### src/heading_pkg.sv
package heading_pkg;

    //////////////////////////////
    // Ratio and divider sizing
    localparam int RATIO_BITS  = 6;
    localparam int DIV_STEPS   = 7;
    localparam int TABLE_DEPTH = 65;

    //////////////////////////////
    // Angle constants in degrees
    localparam int RIGHT_ANGLE = 90;
    localparam int HALF_CIRCLE = 180;
    localparam int FULL_CIRCLE = 360;

    typedef logic signed [15:0]       axis_t;
    typedef logic        [15:0]       mag_t;
    typedef logic        [RATIO_BITS:0] ratio_idx_t;
    typedef logic        [8:0]        angle_t;

    // Bit 1 is the sign of y, bit 0 is set when x and y differ in sign
    typedef logic        [1:0]        quadrant_t;

    typedef enum logic [1:0] {
        CAP_IDLE,
        CAP_HOLD,
        CAP_RELEASE
    } capture_state_t;

    typedef enum logic [2:0] {
        CORE_IDLE,
        CORE_FOLD,
        CORE_DIVIDE,
        CORE_LOOKUP,
        CORE_COMPOSE,
        CORE_PRESENT,
        CORE_RETIRE
    } core_state_t;

endpackage

### src/sample_capture.sv
`timescale 1ns/10ps

module sample_capture (
    input  logic               clk,
    input  logic               arst_n,
    input  logic               sample_req,
    input  heading_pkg::axis_t x_in,
    input  heading_pkg::axis_t y_in,
    input  logic               busy,
    output logic               sample_ack,
    output heading_pkg::axis_t x_lat,
    output heading_pkg::axis_t y_lat,
    output logic               start
);
    import heading_pkg::*;

    capture_state_t state;
    logic           accept;

    // New sample taken only when the core is free
    assign accept = (state == CAP_IDLE) && sample_req && !busy;

    always_ff @(posedge clk or negedge arst_n) begin
        if (!arst_n) begin
            state      <= CAP_IDLE;
            sample_ack <= 1'b0;
            start      <= 1'b0;
        end else begin
            start <= 1'b0;
            case (state)
                CAP_IDLE: begin
                    if (accept) begin
                        sample_ack <= 1'b1;
                        start      <= 1'b1;
                        state      <= CAP_HOLD;
                    end
                end
                CAP_HOLD: begin
                    // Wait for the sender to drop its request
                    if (!sample_req) begin
                        sample_ack <= 1'b0;
                        state      <= CAP_RELEASE;
                    end
                end
                CAP_RELEASE: begin
                    state <= CAP_IDLE;
                end
                default: begin
                    state <= CAP_IDLE;
                end
            endcase
        end
    end

    always_ff @(posedge clk) begin
        if (accept) begin
            x_lat <= x_in;
            y_lat <= y_in;
        end
    end

    // Ack only answers a request that was present
    ack_follows_req: assert property (@(posedge clk) disable iff (!arst_n)
        $rose(sample_ack) |-> $past(sample_req));

endmodule

### src/octant_fold.sv
`timescale 1ns/10ps

module octant_fold (
    input  logic                   clk,
    input  logic                   arst_n,
    input  logic                   start,
    input  heading_pkg::axis_t     x_lat,
    input  heading_pkg::axis_t     y_lat,
    output heading_pkg::mag_t      min_mag,
    output heading_pkg::mag_t      max_mag,
    output logic                   swapped,
    output heading_pkg::quadrant_t quadrant
);
    import heading_pkg::*;

    mag_t abs_x;
    mag_t abs_y;
    logic y_larger;

    // True magnitudes, -32768 folds to 32768
    always_comb begin
        abs_x    = x_lat[15] ? mag_t'(~x_lat) + 16'd1 : mag_t'(x_lat);
        abs_y    = y_lat[15] ? mag_t'(~y_lat) + 16'd1 : mag_t'(y_lat);
        y_larger = abs_y > abs_x;
    end

    //////////////////////////////
    // Quadrant and swap flag
    always_ff @(posedge clk or negedge arst_n) begin
        if (!arst_n) begin
            quadrant <= '0;
            swapped  <= 1'b0;
        end else if (start) begin
            quadrant <= {y_lat[15], x_lat[15] ^ y_lat[15]};
            swapped  <= y_larger;
        end
    end

    //////////////////////////////
    // Ordered magnitudes
    always_ff @(posedge clk) begin
        if (start) begin
            if (y_larger) begin
                min_mag <= abs_x;
                max_mag <= abs_y;
            end else begin
                min_mag <= abs_y;
                max_mag <= abs_x;
            end
        end
    end

    // Divider relies on a ratio no greater than one
    fold_ordered: assert property (@(posedge clk) disable iff (!arst_n)
        start |=> (min_mag <= max_mag));

endmodule

### src/ratio_divider.sv
`timescale 1ns/10ps

module ratio_divider (
    input  logic                    clk,
    input  logic                    arst_n,
    input  logic                    div_start,
    input  heading_pkg::mag_t       min_mag,
    input  heading_pkg::mag_t       max_mag,
    output heading_pkg::ratio_idx_t ratio_idx,
    output logic                    div_done
);
    import heading_pkg::*;

    logic       active;
    logic [2:0] step_cnt;

    logic [16:0] rem_q;
    mag_t        divisor_q;
    ratio_idx_t  quot_q;
    logic        zero_div;

    logic [16:0] trial;
    mag_t        trial_d;
    logic        fits;
    logic [16:0] rem_next;

    //////////////////////////////
    // One restoring step per cycle
    // First step runs on the start cycle straight from the inputs
    always_comb begin
        trial    = div_start ? {1'b0, min_mag} : rem_q;
        trial_d  = div_start ? max_mag : divisor_q;
        fits     = trial >= {1'b0, trial_d};
        rem_next = fits ? trial - {1'b0, trial_d} : trial;
    end

    always_ff @(posedge clk or negedge arst_n) begin
        if (!arst_n) begin
            active   <= 1'b0;
            step_cnt <= '0;
            div_done <= 1'b0;
        end else begin
            div_done <= 1'b0;
            if (div_start) begin
                active   <= 1'b1;
                step_cnt <= 3'd1;
            end else if (active) begin
                step_cnt <= step_cnt + 3'd1;
                if (step_cnt == 3'(DIV_STEPS - 1)) begin
                    active   <= 1'b0;
                    div_done <= 1'b1;
                end
            end
        end
    end

    // Remainder stays below the divisor, so the shift never overflows
    always_ff @(posedge clk) begin
        if (div_start) begin
            divisor_q <= max_mag;
            zero_div  <= (max_mag == '0);
            quot_q    <= ratio_idx_t'(fits);
            rem_q     <= {rem_next[15:0], 1'b0};
        end else if (active) begin
            quot_q <= {quot_q[RATIO_BITS-1:0], fits};
            rem_q  <= {rem_next[15:0], 1'b0};
        end
    end

    // Zero vector has no direction, index 0
    assign ratio_idx = zero_div ? '0 : quot_q;

    ratio_in_table: assert property (@(posedge clk) disable iff (!arst_n)
        div_done |-> (ratio_idx <= ratio_idx_t'(TABLE_DEPTH - 1)));

endmodule

### src/atan_rom.sv
`timescale 1ns/10ps

module atan_rom (
    input  logic                    clk,
    input  heading_pkg::ratio_idx_t addr,
    output heading_pkg::angle_t     table_angle
);

    // atan(addr/64) in whole degrees, rounded to nearest
    always_ff @(posedge clk) begin
        case (addr)
            7'd0:    table_angle <= 9'd0;
            7'd1:    table_angle <= 9'd1;
            7'd2:    table_angle <= 9'd2;
            7'd3:    table_angle <= 9'd3;
            7'd4:    table_angle <= 9'd4;
            7'd5:    table_angle <= 9'd4;
            7'd6:    table_angle <= 9'd5;
            7'd7:    table_angle <= 9'd6;
            7'd8:    table_angle <= 9'd7;
            7'd9:    table_angle <= 9'd8;
            7'd10:   table_angle <= 9'd9;
            7'd11:   table_angle <= 9'd10;
            7'd12:   table_angle <= 9'd11;
            7'd13:   table_angle <= 9'd11;
            7'd14:   table_angle <= 9'd12;
            7'd15:   table_angle <= 9'd13;
            7'd16:   table_angle <= 9'd14;
            7'd17:   table_angle <= 9'd15;
            7'd18:   table_angle <= 9'd16;
            7'd19:   table_angle <= 9'd17;
            7'd20:   table_angle <= 9'd17;
            7'd21:   table_angle <= 9'd18;
            7'd22:   table_angle <= 9'd19;
            7'd23:   table_angle <= 9'd20;
            7'd24:   table_angle <= 9'd21;
            7'd25:   table_angle <= 9'd21;
            7'd26:   table_angle <= 9'd22;
            7'd27:   table_angle <= 9'd23;
            7'd28:   table_angle <= 9'd24;
            7'd29:   table_angle <= 9'd24;
            7'd30:   table_angle <= 9'd25;
            7'd31:   table_angle <= 9'd26;
            7'd32:   table_angle <= 9'd27;
            7'd33:   table_angle <= 9'd27;
            7'd34:   table_angle <= 9'd28;
            7'd35:   table_angle <= 9'd29;
            7'd36:   table_angle <= 9'd29;
            7'd37:   table_angle <= 9'd30;
            7'd38:   table_angle <= 9'd31;
            7'd39:   table_angle <= 9'd31;
            7'd40:   table_angle <= 9'd32;
            7'd41:   table_angle <= 9'd33;
            7'd42:   table_angle <= 9'd33;
            7'd43:   table_angle <= 9'd34;
            7'd44:   table_angle <= 9'd35;
            7'd45:   table_angle <= 9'd35;
            7'd46:   table_angle <= 9'd36;
            7'd47:   table_angle <= 9'd36;
            7'd48:   table_angle <= 9'd37;
            7'd49:   table_angle <= 9'd37;
            7'd50:   table_angle <= 9'd38;
            7'd51:   table_angle <= 9'd39;
            7'd52:   table_angle <= 9'd39;
            7'd53:   table_angle <= 9'd40;
            7'd54:   table_angle <= 9'd40;
            7'd55:   table_angle <= 9'd41;
            7'd56:   table_angle <= 9'd41;
            7'd57:   table_angle <= 9'd42;
            7'd58:   table_angle <= 9'd42;
            7'd59:   table_angle <= 9'd43;
            7'd60:   table_angle <= 9'd43;
            7'd61:   table_angle <= 9'd44;
            7'd62:   table_angle <= 9'd44;
            7'd63:   table_angle <= 9'd45;
            7'd64:   table_angle <= 9'd45;
            // Indices above 64 never occur
            default: table_angle <= 9'd0;
        endcase
    end

endmodule

### src/heading_sequencer.sv
`timescale 1ns/10ps

module heading_sequencer (
    input  logic                   clk,
    input  logic                   arst_n,
    input  logic                   start,
    input  logic                   div_done,
    input  heading_pkg::angle_t    table_angle,
    input  logic                   swapped,
    input  heading_pkg::quadrant_t quadrant,
    input  logic                   heading_ack,
    output logic                   div_start,
    output logic                   busy,
    output heading_pkg::angle_t    heading,
    output logic                   heading_req
);
    import heading_pkg::*;

    core_state_t state;
    angle_t      base_angle;
    angle_t      composed;

    //////////////////////////////
    // Unfold base angle into the full circle
    always_comb begin
        case (quadrant)
            2'd0: composed = base_angle;
            2'd1: composed = angle_t'(HALF_CIRCLE) - base_angle;
            2'd2: composed = angle_t'(HALF_CIRCLE) + base_angle;
            default: begin
                composed = angle_t'(FULL_CIRCLE) - base_angle;
                // 360 wraps to 0
                if (composed == angle_t'(FULL_CIRCLE)) begin
                    composed = '0;
                end
            end
        endcase
    end

    //////////////////////////////
    // Control FSM
    always_ff @(posedge clk or negedge arst_n) begin
        if (!arst_n) begin
            state       <= CORE_IDLE;
            div_start   <= 1'b0;
            heading_req <= 1'b0;
        end else begin
            div_start <= 1'b0;
            case (state)
                CORE_IDLE: begin
                    // Fold registers on this edge, divider starts right after
                    if (start) begin
                        div_start <= 1'b1;
                        state     <= CORE_FOLD;
                    end
                end
                CORE_FOLD:    state <= CORE_DIVIDE;
                CORE_DIVIDE: begin
                    if (div_done) begin
                        state <= CORE_LOOKUP;
                    end
                end
                CORE_LOOKUP:  state <= CORE_COMPOSE;
                CORE_COMPOSE: begin
                    heading_req <= 1'b1;
                    state       <= CORE_PRESENT;
                end
                CORE_PRESENT: begin
                    if (heading_ack) begin
                        heading_req <= 1'b0;
                        state       <= CORE_RETIRE;
                    end
                end
                CORE_RETIRE: begin
                    if (!heading_ack) begin
                        state <= CORE_IDLE;
                    end
                end
                default: state <= CORE_IDLE;
            endcase
        end
    end

    // Heading held from compose until the next sample
    always_ff @(posedge clk) begin
        if (state == CORE_LOOKUP) begin
            base_angle <= swapped ? angle_t'(RIGHT_ANGLE) - table_angle : table_angle;
        end
        if (state == CORE_COMPOSE) begin
            heading <= composed;
        end
    end

    assign busy = (state != CORE_IDLE);

    heading_in_range: assert property (@(posedge clk) disable iff (!arst_n)
        heading_req |-> (heading < angle_t'(FULL_CIRCLE)));

endmodule

### src/compass_heading_top.sv
`timescale 1ns/10ps

module compass_heading_top (
    input  logic                clk,
    input  logic                arst_n,
    input  logic                sample_req,
    input  heading_pkg::axis_t  x_in,
    input  heading_pkg::axis_t  y_in,
    input  logic                heading_ack,
    output logic                sample_ack,
    output logic                heading_req,
    output heading_pkg::angle_t heading
);
    import heading_pkg::*;

    axis_t      x_lat;
    axis_t      y_lat;
    logic       start;
    logic       busy;
    mag_t       min_mag;
    mag_t       max_mag;
    logic       swapped;
    quadrant_t  quadrant;
    logic       div_start;
    logic       div_done;
    ratio_idx_t ratio_idx;
    angle_t     table_angle;

    //////////////////////////////
    // Input handshake and fold
    sample_capture capture_i (
        .clk        (clk),
        .arst_n     (arst_n),
        .sample_req (sample_req),
        .x_in       (x_in),
        .y_in       (y_in),
        .busy       (busy),
        .sample_ack (sample_ack),
        .x_lat      (x_lat),
        .y_lat      (y_lat),
        .start      (start)
    );

    octant_fold fold_i (
        .clk      (clk),
        .arst_n   (arst_n),
        .start    (start),
        .x_lat    (x_lat),
        .y_lat    (y_lat),
        .min_mag  (min_mag),
        .max_mag  (max_mag),
        .swapped  (swapped),
        .quadrant (quadrant)
    );

    //////////////////////////////
    // Ratio, table and output
    ratio_divider divider_i (
        .clk       (clk),
        .arst_n    (arst_n),
        .div_start (div_start),
        .min_mag   (min_mag),
        .max_mag   (max_mag),
        .ratio_idx (ratio_idx),
        .div_done  (div_done)
    );

    atan_rom rom_i (
        .clk         (clk),
        .addr        (ratio_idx),
        .table_angle (table_angle)
    );

    heading_sequencer sequencer_i (
        .clk         (clk),
        .arst_n      (arst_n),
        .start       (start),
        .div_done    (div_done),
        .table_angle (table_angle),
        .swapped     (swapped),
        .quadrant    (quadrant),
        .heading_ack (heading_ack),
        .div_start   (div_start),
        .busy        (busy),
        .heading     (heading),
        .heading_req (heading_req)
    );

endmodule

### config.mk
export PLATFORM = sky130hd
export DESIGN_NAME = compass_heading_top
export DESIGN_NICKNAME = d
export VERILOG_FILES = /design/src/heading_pkg.sv /design/src/sample_capture.sv /design/src/octant_fold.sv /design/src/ratio_divider.sv /design/src/atan_rom.sv /design/src/heading_sequencer.sv /design/src/compass_heading_top.sv
export SDC_FILE = /design/constraint.sdc
export NUM_CORES = 1
export LEC_CHECK = 0
export ABC_AREA = 1
export BUFFER_PORTS_ARGS = -buffer_cell sky130_fd_sc_hd__buf_2
export CORE_AREA = 4 4 178 180
export DETAILED_ROUTE_END_ITERATION = 8
export DIE_AREA = 0 0 182 184
export HOLD_SLACK_MARGIN = 0.12
export PLACE_DENSITY = 0.43
export SYNTH_ARGS = -nofsm -noshare
export SYNTH_HDL_FRONTEND = slang
export SYNTH_SLANG_ARGS = --single-unit
### constraint.sdc
create_clock -name clk -period 5.4 [get_ports clk]
set_input_delay 0.54 -clock clk [delete_from_list [all_inputs] [get_ports clk]]
set_output_delay 0.54 -clock clk [all_outputs]
set_load 0.005 [all_outputs]
==> impl_results.md <==
* Outcome: completed
* Post-Syn Area at 8950 µm²
* Leakage at 4.851 nW
* Final Skew at 14.50 ps
* RSZ-0062 raised after global routing: false
* Initial Util at 29.65%
* Worst VDD drop at 0.0002322 V
* Area Overhead vs Synth at 13.67%
* Num rows at 64
* Yosys cell types at 46
* Die height at 184 µm
* Most common cell after layout, fill and taps aside: nand2_1
* Pwr Density at 669.8 nW/µm²
* Sequential cell area fraction in the yosys report at 43.90%
* Mapped Avg Cell Area at 7.623 µm²
* Fin worst setup slack at 1564 ps
* Syn nets at 1259
* Pre-antenna DRT Iters at 5
* IO buf count at 46
* Die X at 182 µm
* First-pass GRT wire length at 36720 µm
* Drt total wl at 21890 µm
* GPL Wtd Cong at 0.8182
* Most frequent cells in the layout: 397 x nand2_1, 157 x inv_1, 118 x nand3_1
* Max Root-Sink Buffers at 2
* N_diodes at 0
* Critical path required time at 5550 ps
* Critical path launch point type: register
* Crit path kind: register to register
* CTS Root Cell: clkbuf_16
* Hold Fails Final Rpt at 0
* Worst slew margin at 30.33%
* Worst skew pair latency at 420 ps
* Setup_tns at 0 ps
* Vias in the first global route at 7146
* Yosys reg bits at 143
* Layout cells sized above 1 at 11.18%
* Ys async rst share at 11.89%
* Vias per cell at 4.498
* Grt ovf at 0
* Drt wl/cell at 13.43 µm
* Clk slew on worst S/H paths at 70 ps
* # DRC at 0
* Tmin final at 3836 ps
* Hold WC Path Type: input port to register
* I/O pin count at 47
* Clock sinks at 143
* Vias at 7332
* # setup viols final at 0
* Worst-Margin Slew at 1037 ps
* CTS Buf Count at 17
* Area contributors post-synth: edfxtp_1 33%, nand2_1 17%, ha_1 6.7%
* Cell taking the most area after synthesis: edfxtp_1
* Post-synth EDFFs at 98
* Synth Flop Type: edfxtp_1
* ANT nets after route at 0
* Syn. warnings at 0
* Max Slew Vio Count at 0
* Setup crit end kind: register
* Post-DP HPWL at 17380 µm
* Pin count of the biggest net entering global routing at 38
* Core area at 30190 µm²
* All-Layer GR Usage at 13.55%
* Initial antenna violation count at 0
* Max Freq at 260.7 MHz
* Top cell type's share of synthesized area at 32.88%
* Fin nets at 1306
* Post_cts resized at 0
* Post-Place Worst Slack at 1514 ps
* Critical Path AT at 3990 ps
* H-tree levels at 4
* Max FO, Critical Path at 34
* Die Area at 33490 µm²
* DR iter-0 viols at 344
* Final worst-path cycle share at 71.04%
* Cells after Synth at 1174
* CTS tree: built
* MaxCap Viol Count at 0
==> report_power, final <==
| group | internal (W) | switching [W] |
|---|---|---|
| registers | 0.00178 | 0.000218 |
| logic | 0.00124 | 0.00244 |
| clock network | 0.000664 | 0.000476 |
==> layout make-up <==
class / instances / area, µm²
timing repair buffer: 54 / 292.8
inverter: 164 / 615.6
clock inverter: 11 / 107.6
fill: 3175 / 20020
clock buffer: 21 / 460.4
multi-input combinational: 841 / 4273
tap: 396 / 495.5
sequential: 143 / 3929
==> worst max-delay path, cell delays in order (launching register included) <==
cell      delay, ps
edfxtp_1        450
inv_1           110
ha_1            170
nand3_1         160
o21ai_0         230
xor2_1          330
inv_1            80
ha_1            280
nand2_1          60
nor2_1          160
nand2_1          70
nand2_1          70
nand2_1          50
nand2_1          50
buf_4           300
nand2_1         670
nand2_1         250
nand2_1          70
==> flip-flops by register name, summed over array words and instances, names as in the netlist, 2 cells and up <==
signal,flops
fold_i.max_mag,16
divider_i.divisor_q,16
sequencer_i.base_angle,7
rom_i.table_angle,6
capture_i.state,2
capture_i.x_lat,16
sequencer_i.state,3
divider_i.step_cnt,3
capture_i.y_lat,16
sequencer_i.heading,9
fold_i.min_mag,16
divider_i.rem_q,16
divider_i.quot_q,7
fold_i.quadrant,2
==> routing by layer <==
layer	routed length, µm	global-route usage (%)	up-vias
li1	-	-	3887
met1	10800	18.91	3313
met2	10100	21.62	118
met3	713	2.374	14
met4	268	3.993	0
met5	0	0	-
==> logic make-up (layout without fill, tap and decap cells) <==
family | count (synthesis) | in the layout | share of synthesized area (%)
fa+ha+maj | 49 | 49 | 6.934
xor+xnor | 26 | 26 | 2.544
compound gates | 99 | 99 | 6.012
buf+inv | 190 | 250 | 8.430
simple gates | 667 | 667 | 32.18
flops | 143 | 143 | 43.90
==> repair_timing <==
action | CTS | global route
endpoints found under the hold margin | 17 | 0
hold buffers | 1 | 0
buffers inserted | 0 | 0
==> cell usage after synthesis (3+ instances only) <==
library cell,instances
nand2_2,17
ha_1,48
o22ai_1,6
o21ai_0,54
dfxtp_1,28
edfxtp_1,98
nor3_1,5
nor2_1,79
inv_2,6
xor2_1,18
dfrtp_1,17
nand3b_1,5
nand4_1,11
a21oi_1,26
buf_4,3
xnor2_1,8
inv_1,157
clkbuf_1,10
or2_2,17
nand3_1,118
nor4_1,6
buf_2,11
nand2_1,397
==> final timing paths <==
path / cells past startpoint / slack, ps / from / endpoint
worst max-delay path: 17 / 1560 / capture_i.x_lat[0] / fold_i.min_mag[6]
worst min-delay path: 1 / 290 / x_in[6] / capture_i.x_lat[6]
worst max register to register: 17 / 1560 / capture_i.x_lat[0] / fold_i.min_mag[6]
worst min register to register: 2 / 480 / divider_i.divisor_q[0] / divider_i.divisor_q[0]
max in group asynchronous: 2 / 4520 / arst_n / fold_i.swapped
min in group asynchronous: 2 / 580 / arst_n / sequencer_i.state[0]
==> metrics by stage <==
step	utilization, %	std cells	hold WS, ps	power (W)	instance area [µm²]
2_1_floorplan	-	1174	244.4	0.004876	8950
3_5_place_dp	31.78	1597	454.5	0.005733	9595
5_1_grt	33.70	1630	261.6	0.007564	10170
4_1_cts	33.70	1630	266.6	0.006896	10170
3_3_place_gp	31.78	1597	455.3	0.005755	9595
6_report	33.70	1630	291.3	0.006815	10170
No activity file was read; power rests on OpenSTA's default activity.
